File: src/hdl/rs_consts.svh
/*
 * Reservation station constants
 * Entry count, operand width and tag encoding shared by the
 * package, the interfaces and the RTL modules.
 */
`ifndef RS_CONSTS_SVH
`define RS_CONSTS_SVH

// number of entries
`define RS_SLOTS 8

// operand and result width
`define XLEN 32

// tag width, tag 0 means the value comes straight from the register file
`define TAG_W 5
`define ZERO_TAG 5'd0

`endif

File: src/hdl/rs_pkg.sv
/*
 * Reservation station package
 * Operand, tag, opcode and entry state types used by the
 * allocator, the entries and the result selector.
 */
package rs_pkg;

    `include "rs_consts.svh"

    typedef logic [`XLEN-1:0]  data_t;
    typedef logic [`TAG_W-1:0] tag_t;

    // integer ALU opcodes, shifts use the low 5 bits of operand b
    typedef enum logic [2:0] {
        ALU_ADD = 3'd0,
        ALU_SUB = 3'd1,
        ALU_AND = 3'd2,
        ALU_OR  = 3'd3,
        ALU_XOR = 3'd4,
        ALU_SLL = 3'd5,
        ALU_SRL = 3'd6,
        ALU_SLT = 3'd7
    } alu_op_t;

    typedef enum logic [1:0] {
        ST_IDLE = 2'd0,
        ST_WAIT = 2'd1,
        ST_DONE = 2'd2
    } slot_state_t;

endpackage

File: src/hdl/slot_result_if.sv
/*
 * Result interface
 * Entry completion flags and results toward the selector, the
 * acknowledge back, and the internal result broadcast.
 */
`include "rs_consts.svh"

interface slot_result_if;

    logic                 done [`RS_SLOTS];
    logic [`XLEN-1:0]     res_value [`RS_SLOTS];
    logic [`TAG_W-1:0]    res_tag [`RS_SLOTS];
    logic [`RS_SLOTS-1:0] ack;

    // broadcast, also the top level result bus
    logic                 bc_valid;
    logic [`TAG_W-1:0]    bc_tag;
    logic [`XLEN-1:0]     bc_value;

    modport slot (
        output done, res_value, res_tag,
        input  ack, bc_valid, bc_tag, bc_value
    );

    modport select (
        input  done, res_value, res_tag,
        output ack, bc_valid, bc_tag, bc_value
    );

endinterface

File: src/hdl/rs_select.sv
/*
 * Result selector
 * Round-robin pick of one finished entry per cycle, acknowledged
 * and registered onto the result broadcast.
 */
`include "rs_consts.svh"

module rs_select (
    input  logic          clock,
    input  logic          reset,
    input  logic          squash,
    slot_result_if.select res
);
    import rs_pkg::*;

    localparam int IDX_W = $clog2(`RS_SLOTS);

    logic [IDX_W-1:0] last_ptr;
    logic [IDX_W-1:0] pick_idx;
    logic [IDX_W-1:0] probe;
    logic             found;
    tag_t             sel_tag;
    data_t            sel_value;

    // search starts just after the last entry taken
    always_comb begin
        found    = 1'b0;
        pick_idx = last_ptr;
        for (int k = 1; k <= `RS_SLOTS; k++) begin
            probe = IDX_W'((int'(last_ptr) + k) % `RS_SLOTS);
            if (!found && res.done[probe]) begin
                found    = 1'b1;
                pick_idx = probe;
            end
        end
    end

    assign res.ack   = (found && !reset && !squash) ? (`RS_SLOTS'(1) << pick_idx) : '0;
    assign sel_tag   = res.res_tag[pick_idx];
    assign sel_value = res.res_value[pick_idx];

    //////////////////////////////
    // result broadcast
    //////////////////////////////
    always_ff @(posedge clock) begin
        if (reset || squash) begin
            res.bc_valid <= 1'b0;
            last_ptr     <= '0;
        end else begin
            res.bc_valid <= |res.ack;
            if (|res.ack) begin
                last_ptr <= pick_idx;
            end
        end
    end

    always_ff @(posedge clock) begin
        if (|res.ack) begin
            res.bc_tag   <= sel_tag;
            res.bc_value <= sel_value;
        end
    end

    // an acked entry has left done by the next cycle
    assert property (@(posedge clock) disable iff (reset)
        |res.ack |=> (res.ack & $past(res.ack)) == '0)
        else $error("rs_select: same entry acked in two consecutive cycles");

endmodule

File: src/flat_wrapper.sv
// flat-port wrapper written by rule: the top's interface ports become plain ports
module rs_select_flat import rs_pkg::*;
  (clock, reset, squash, res_done, res_res_value, res_res_tag, res_ack, res_bc_valid, res_bc_tag, res_bc_value);
  slot_result_if res_i ();
  input  logic clock;
  input  logic reset;
  input  logic squash;
  input wire logic [$bits(res_i.done)-1:0] res_done;
  input wire logic [$bits(res_i.res_value)-1:0] res_res_value;
  input wire logic [$bits(res_i.res_tag)-1:0] res_res_tag;
  output wire logic [$bits(res_i.ack)-1:0] res_ack;
  output wire logic [$bits(res_i.bc_valid)-1:0] res_bc_valid;
  output wire logic [$bits(res_i.bc_tag)-1:0] res_bc_tag;
  output wire logic [$bits(res_i.bc_value)-1:0] res_bc_value;
  assign res_i.done = {>>{res_done}};
  assign res_i.res_value = {>>{res_res_value}};
  assign res_i.res_tag = {>>{res_res_tag}};
  assign res_ack = res_i.ack;
  assign res_bc_valid = res_i.bc_valid;
  assign res_bc_tag = res_i.bc_tag;
  assign res_bc_value = res_i.bc_value;
  rs_select u_core (.clock(clock), .reset(reset), .squash(squash), .res(res_i));
endmodule
File: config.mk
export PLATFORM = sky130hd
export DESIGN_NAME = rs_select_flat
export DESIGN_NICKNAME = d
export VERILOG_FILES = /design/src/hdl/rs_pkg.sv /design/src/hdl/slot_result_if.sv /design/src/hdl/rs_select.sv /design/src/flat_wrapper.sv
export VERILOG_INCLUDE_DIRS = /design/src /design/src/hdl
export SDC_FILE = /design/constraint.sdc
export NUM_CORES = 1
export LEC_CHECK = 0
export ABC_AREA = 1
export BUFFER_PORTS_ARGS = -buffer_cell sky130_fd_sc_hd__buf_2
export CORE_AREA = 2 2 136 138
export CTS_BUF_LIST = sky130_fd_sc_hd__clkbuf_4 sky130_fd_sc_hd__clkbuf_8
export DETAILED_ROUTE_END_ITERATION = 10
export DIE_AREA = 0 0 138 140
export PLACE_DENSITY = 0.61
export SYNTH_ARGS = -nofsm -noshare
export SYNTH_HDL_FRONTEND = slang
export SYNTH_SLANG_ARGS = --single-unit
File: constraint.sdc
create_clock -name clock -period 5 [get_ports clock]
set_clock_uncertainty 0.1 [all_clocks]
set_input_delay 0.75 -clock clock [delete_from_list [all_inputs] [get_ports clock]]
set_output_delay 0.75 -clock clock [all_outputs]
set_load 0.02 [all_outputs]
Yosys cells after proc, flatten, opt, wreduce, memory -nomap -nowiden
Cells that the tools add are included.

Register bits after elaboration: 41. Bits of input ports: 307. Output and inout bits: 46. Logic and storage cells: 98.

Add/subtract/negate cells: 8. $lt $le $gt $ge: 9. Shift operators: 1. Multiplexer cells: 47. Bitwise logic cells: 9. Reduce and logical (&&, ||, !) cells: 20.

Operator list (count): 32-bit binary-select mux with 3-bit select (1); 32-bit two-way mux (2); 4-bit >= comparator, second input constant (9); 3-bit inverter with 4-bit output (9); 1-bit binary-select mux with 3-bit select (8); 1-bit two-way mux (24); 3-bit two-way mux (8); 5-bit binary-select mux with 3-bit select (1); 3-bit adder, second input constant (4); 5-bit two-way mux (2); 1-bit logical AND (9); 1-bit zero test (9); 8-bit two-way mux (1); 8-bit OR reduction (1); 1-bit by 3-bit left shift with 8-bit output, first input constant (1); 3-bit by 1-bit adder with 3-bit output, second input constant (2); 3-bit by 2-bit adder with 3-bit output, second input constant (2); 1-bit logical OR (1).

Longest topological paths before layout
Depth after elaboration: 31. Mapped depth: 24. Gate-level depth less buffers: 20.

Worst setup path before layout
No wires, ideal clock.

Path kind: reg-to-output. Start: register u_core.last_ptr[1]. End: output res_ack[3]. Arrival: 3.025 ns. Required time: 4.150 ns. Setup slack: 1.125 ns. Cell stages (with the launch flop): 20. Path buffers: 4. Cell sequence: dfxtp_1 -> buf_2 -> inv_2 -> ha_1 -> buf_2 -> inv_2 -> nand3_1 -> nand3_1 -> nand2_2 -> nor2_4 -> nand4_2 -> nor2_4 -> nand2_4 -> nor2_4 -> inv_2 -> nand2_2 -> buf_6 -> buf_4 -> nand2_1 -> nor3_1.

Cells in the longest elaborated chain, start to end: 30. Elaborated cells between the ends (all ways): 74. Those cells by class: add/sub (8); shift (1); mux (41); bitwise (8); reduce/logical (16).

Ends and longest elaborated chain: start: declaration (line rs_select.sv:18) `logic [IDX_W-1:0] last_ptr;`; start signal: assignment (line rs_select.sv:52) `last_ptr <= pick_idx;`; 3-bit by 1-bit adder with 3-bit output (line rs_select.sv:30) `` probe = IDX_W'((int'(last_ptr) + k) % `RS_SLOTS); ``; 3-bit inverter with 4-bit output (not written as such) (line rs_select.sv:31) `if (!found && res.done[probe]) begin`; 1-bit binary-select mux with 3-bit select (line rs_select.sv:31); 1-bit two-way mux (not written as such) (2 in series) (line rs_select.sv:31); 1-bit two-way mux (line rs_select.sv:31); 1-bit zero test (line rs_select.sv:31); 1-bit logical AND (line rs_select.sv:31); 1-bit two-way mux (line rs_select.sv:31); [... 12 more ...]; 1-bit zero test (line rs_select.sv:31); 1-bit logical AND (line rs_select.sv:31); 1-bit two-way mux (line rs_select.sv:31); 1-bit zero test (line rs_select.sv:31); 1-bit logical AND (line rs_select.sv:31); 1-bit two-way mux (line rs_select.sv:31); 1-bit logical AND (2 in series) (line rs_select.sv:38) `` assign res.ack = (found && !reset && !squash) ? (`RS_SLOTS'(1) << pick_idx) : '0; ``; 8-bit two-way mux * (line rs_select.sv:38); end: declaration (line flat_wrapper.sv:11) `output wire logic [$bits(res_i.ack)-1:0] res_ack;`.

Every way passes the cells marked *; elsewhere a longest branch is shown, timed or not. The select of a mux whose other input is x is not followed.

Worst setup path after layout
Start: register u_core.last_ptr[0]. End: output res_ack[2].

The elaborated chain is that of the path after synthesis.

==> metrics <==
worst setup path endpoint=res_ack[2]; Placement Setup Slack=0.6842 ns; Final WS setup=0.3352 ns; DP HPWL=17.59 mm; crit-path cells=inv_2, ha_1, inv_2, nand3_1, nand3_1, nand2_2, nor2_4, nand4_2, nor2_4, nand2_4, nand2_4, nand2_1, inv_1, nand2_1, nor3_1, buf_2; worst stage delay on the critical path=0.71 ns; P_sw=1.588 mW; row count=49; setup TNS=0 ns; largest net degree at the start of global routing=149; Synth top area share=35.13%; Tot Pwr=2.892 mW; Max Cap Violations=0; Core Region=0.01778 mm2; fmax=214.4 MHz; hold slack=0.6542 ns; final count of negative-setup-slack endpoints=0; clock root buffer=clkbuf_8; H-tree Lvls=2; synth warn=0; GPL Wtd Cong=0.9118; Worst Path Max Fanout=14; worst-margin pin slew=0.9282 ns; cts bufs inserted=5; crit end category=output port; vias in the first global route=7,446; initial antenna violation count=2; CTS clk-pin slew, worst paths=0.09 ns; CP Data Arrival Time=3.81 ns; sequential power share=18.2%; DR vias=8,094; Clk network pwr share=8.0%; layout cells sized above 1=29.82%; most numerous cell in the Yosys netlist=nand2_1; slew margin rel.=38.12%; CP startpoint=u_core.last_ptr[0]; R2R setup slack=0.61 ns; Worst Hold Launch=squash; first-pass GRT wire length=38.27 mm; combinational share of power=73.8%; type of the worst setup path=flip-flop to output port; HP Class=input pin to flip-flop; switching share of power=54.93%; fin. max-slew vios=0; cts hold-fix bufs=0; gate count after technology mapping=1,088; syn_area_per_cell=5.421 um2; Post-CTS Resized=0; Initial Util=33.17%; Setup crit start kind=flip-flop; Die Wd=138 um; area added between synthesis and finish=30.67%; worst r2r path cells=17; Synth area leader=nand2_1; internal power=1.303 mW; most frequent cells after synthesis=552 x nand2_1, 327 x nand3_1, 42 x buf_2, 37 x edfxtp_1, 20 x buf_4; Tmin final=4.665 ns; R2R Path End=u_core.res.bc_tag[0]; die area=0.01932 mm2; DRT iter0 DRCs=416; DR WL/cell=15.24 um; number of remaining DRC errors=0; asr flop ratio synth=0%; drt pass-1 iters=5; Max stage delay cell, worst path=dfxtp_1; largest cells by area after synthesis=nand2_1 35%, nand3_1 28%, edfxtp_1 19%, buf_2 3.6%, buf_4 2.5%; status=finished, final reports clean; Leak=4.640 nW; Hold Violations, Final=0; Clock Path Buffers=2; delay-heaviest family, CP=simple AND/OR/NAND/NOR gates; gr usage total=24.00%; sequential share of the synthesized area=20.20%; top_reg_cell synth=edfxtp_1; Final Net Count=1,676; PortBufs=352; CTS tree=done; worst vdd ir=0.0002316 V; Yosys reg bits=41; # IOs=353; Post-synth EDFFs=37; final worst-path cycle share=93.30%; Clock Latency Late Sink=0.31 ns; fin util=43.35%; Die Y-Extent=140 um; RSZ-0062 raised after global routing=false; CP Data Required Time=4.15 ns; Mapped Area=0.005898 mm2; Bufs and invs on worst path=4; post-synthesis cell type count=31; Via density=5.062; reg-to-reg startpoint=u_core.last_ptr[0]; syn_nets=1,397; Post-CTS Setup Inserts=0; Antenna Nets Post-Route=0; clk sinks=41; gr ovfl total=0; routed wire length=24.37 mm; Crit path depth=16; pwr/cell area=375.2 mW/mm2
-- routing by layer --
metal  wire (um)  share of wire [%]  GRT usage, %
met5           0                  0             0
met4         658                2.7         8.110
met3        1386                5.7         3.966
met2       11970                 49         41.14
met1       10360                 43         30.73
-- worst min-delay path, delay by kind of cell --
family                 cells  cell delay [ns]
AO/OA/AOI/OAI              2             0.13
buffers and inverters      1             0.07
AND/OR/NAND/NOR            1             0.06
-- worst min path at each step --
| stage | to | slack (ns) | cells past startpoint |
|---|---|---|---|
| 3_3_place_gp | u_core.last_ptr[2] | 0.70 | 2 |
| 4_1_cts | u_core.last_ptr[2] | 0.64 | 4 |
| 2_1_floorplan | u_core.last_ptr[2] | 0.59 | 3 |
| 5_1_grt | u_core.last_ptr[0] | 0.69 | 4 |
| 6_report | u_core.last_ptr[2] | 0.65 | 4 |
| 3_5_place_dp | u_core.last_ptr[2] | 0.66 | 2 |
-- power by group through the flow --
stage	Clock (mW)	Combinational [mW]	Sequential (mW)
2_1_floorplan	0	1.56	0.613
3_3_place_gp	0	2.14	0.532
3_5_place_dp	0	2.15	0.534
4_1_cts	0.242	2.16	0.527
5_1_grt	0.255	2.45	0.531
6_report	0.231	2.13	0.526
-- flip-flops by register name, indices dropped and copies added, names as in the netlist --
register and count:
u_core.res.bc_valid 1, u_core.last_ptr 3, u_core.res.bc_value 32, u_core.res.bc_tag 5
-- final cells by class --
cell class,instances,area [um2]
inverter,21,78.83
multi-input combinational,932,4143
timing repair buffer,366,1917
clock buffer,5,68.82
fill,2047,10070
clock inverter,3,17.52
tap,229,286.5
antenna,2,5.005
sequential,41,1191
-- kinds of logic after synthesis --
group                    after synthesis  share of synthesized area, %
AO/OA/AOI/OAI                         14                         1.506
flip-flops                            41                         20.20
AND/OR/NAND/NOR                      913                         67.06
adder cells (fa/ha/maj)                2                        0.4242
buffers and inverters                115                         10.25
XOR/XNOR                               3                        0.5729
-- stage by stage --
stage | cells | instance area (um2)
finish | 1599 | 7707
detailed placement | 1589 | 7616
CTS | 1597 | 7702
global route | 1599 | 7707
floorplan | 1088 | 5898
global placement | 1589 | 7616
-- cells in the final DEF (no fill, tap or decap), types with 2 or more instances in the layout --
| cell | netlist | layout |
|---|---|---|
| a21oi_1 | 4 | 4 |
| a31oi_1 | 2 | 2 |
| buf_12 | 0 | 4 |
| buf_2 | 42 | 352 |
| buf_4 | 20 | 10 |
| clkbuf_8 | 0 | 5 |
| dfxtp_1 | 4 | 4 |
| diode_2 | 0 | 2 |
| edfxtp_1 | 37 | 37 |
| ha_1 | 2 | 2 |
| inv_1 | 16 | 14 |
| inv_2 | 5 | 7 |
| nand2_1 | 552 | 550 |
| nand2_2 | 8 | 8 |
| nand2_4 | 1 | 3 |
| nand3_1 | 327 | 325 |
| nand3_2 | 4 | 4 |
| nand3_4 | 0 | 2 |
| nor2_1 | 7 | 7 |
| nor2_4 | 3 | 3 |
| nor3_1 | 4 | 4 |
| nor3_2 | 4 | 4 |
| o21ai_0 | 5 | 5 |
No activity file was read; power rests on OpenSTA's default activity.
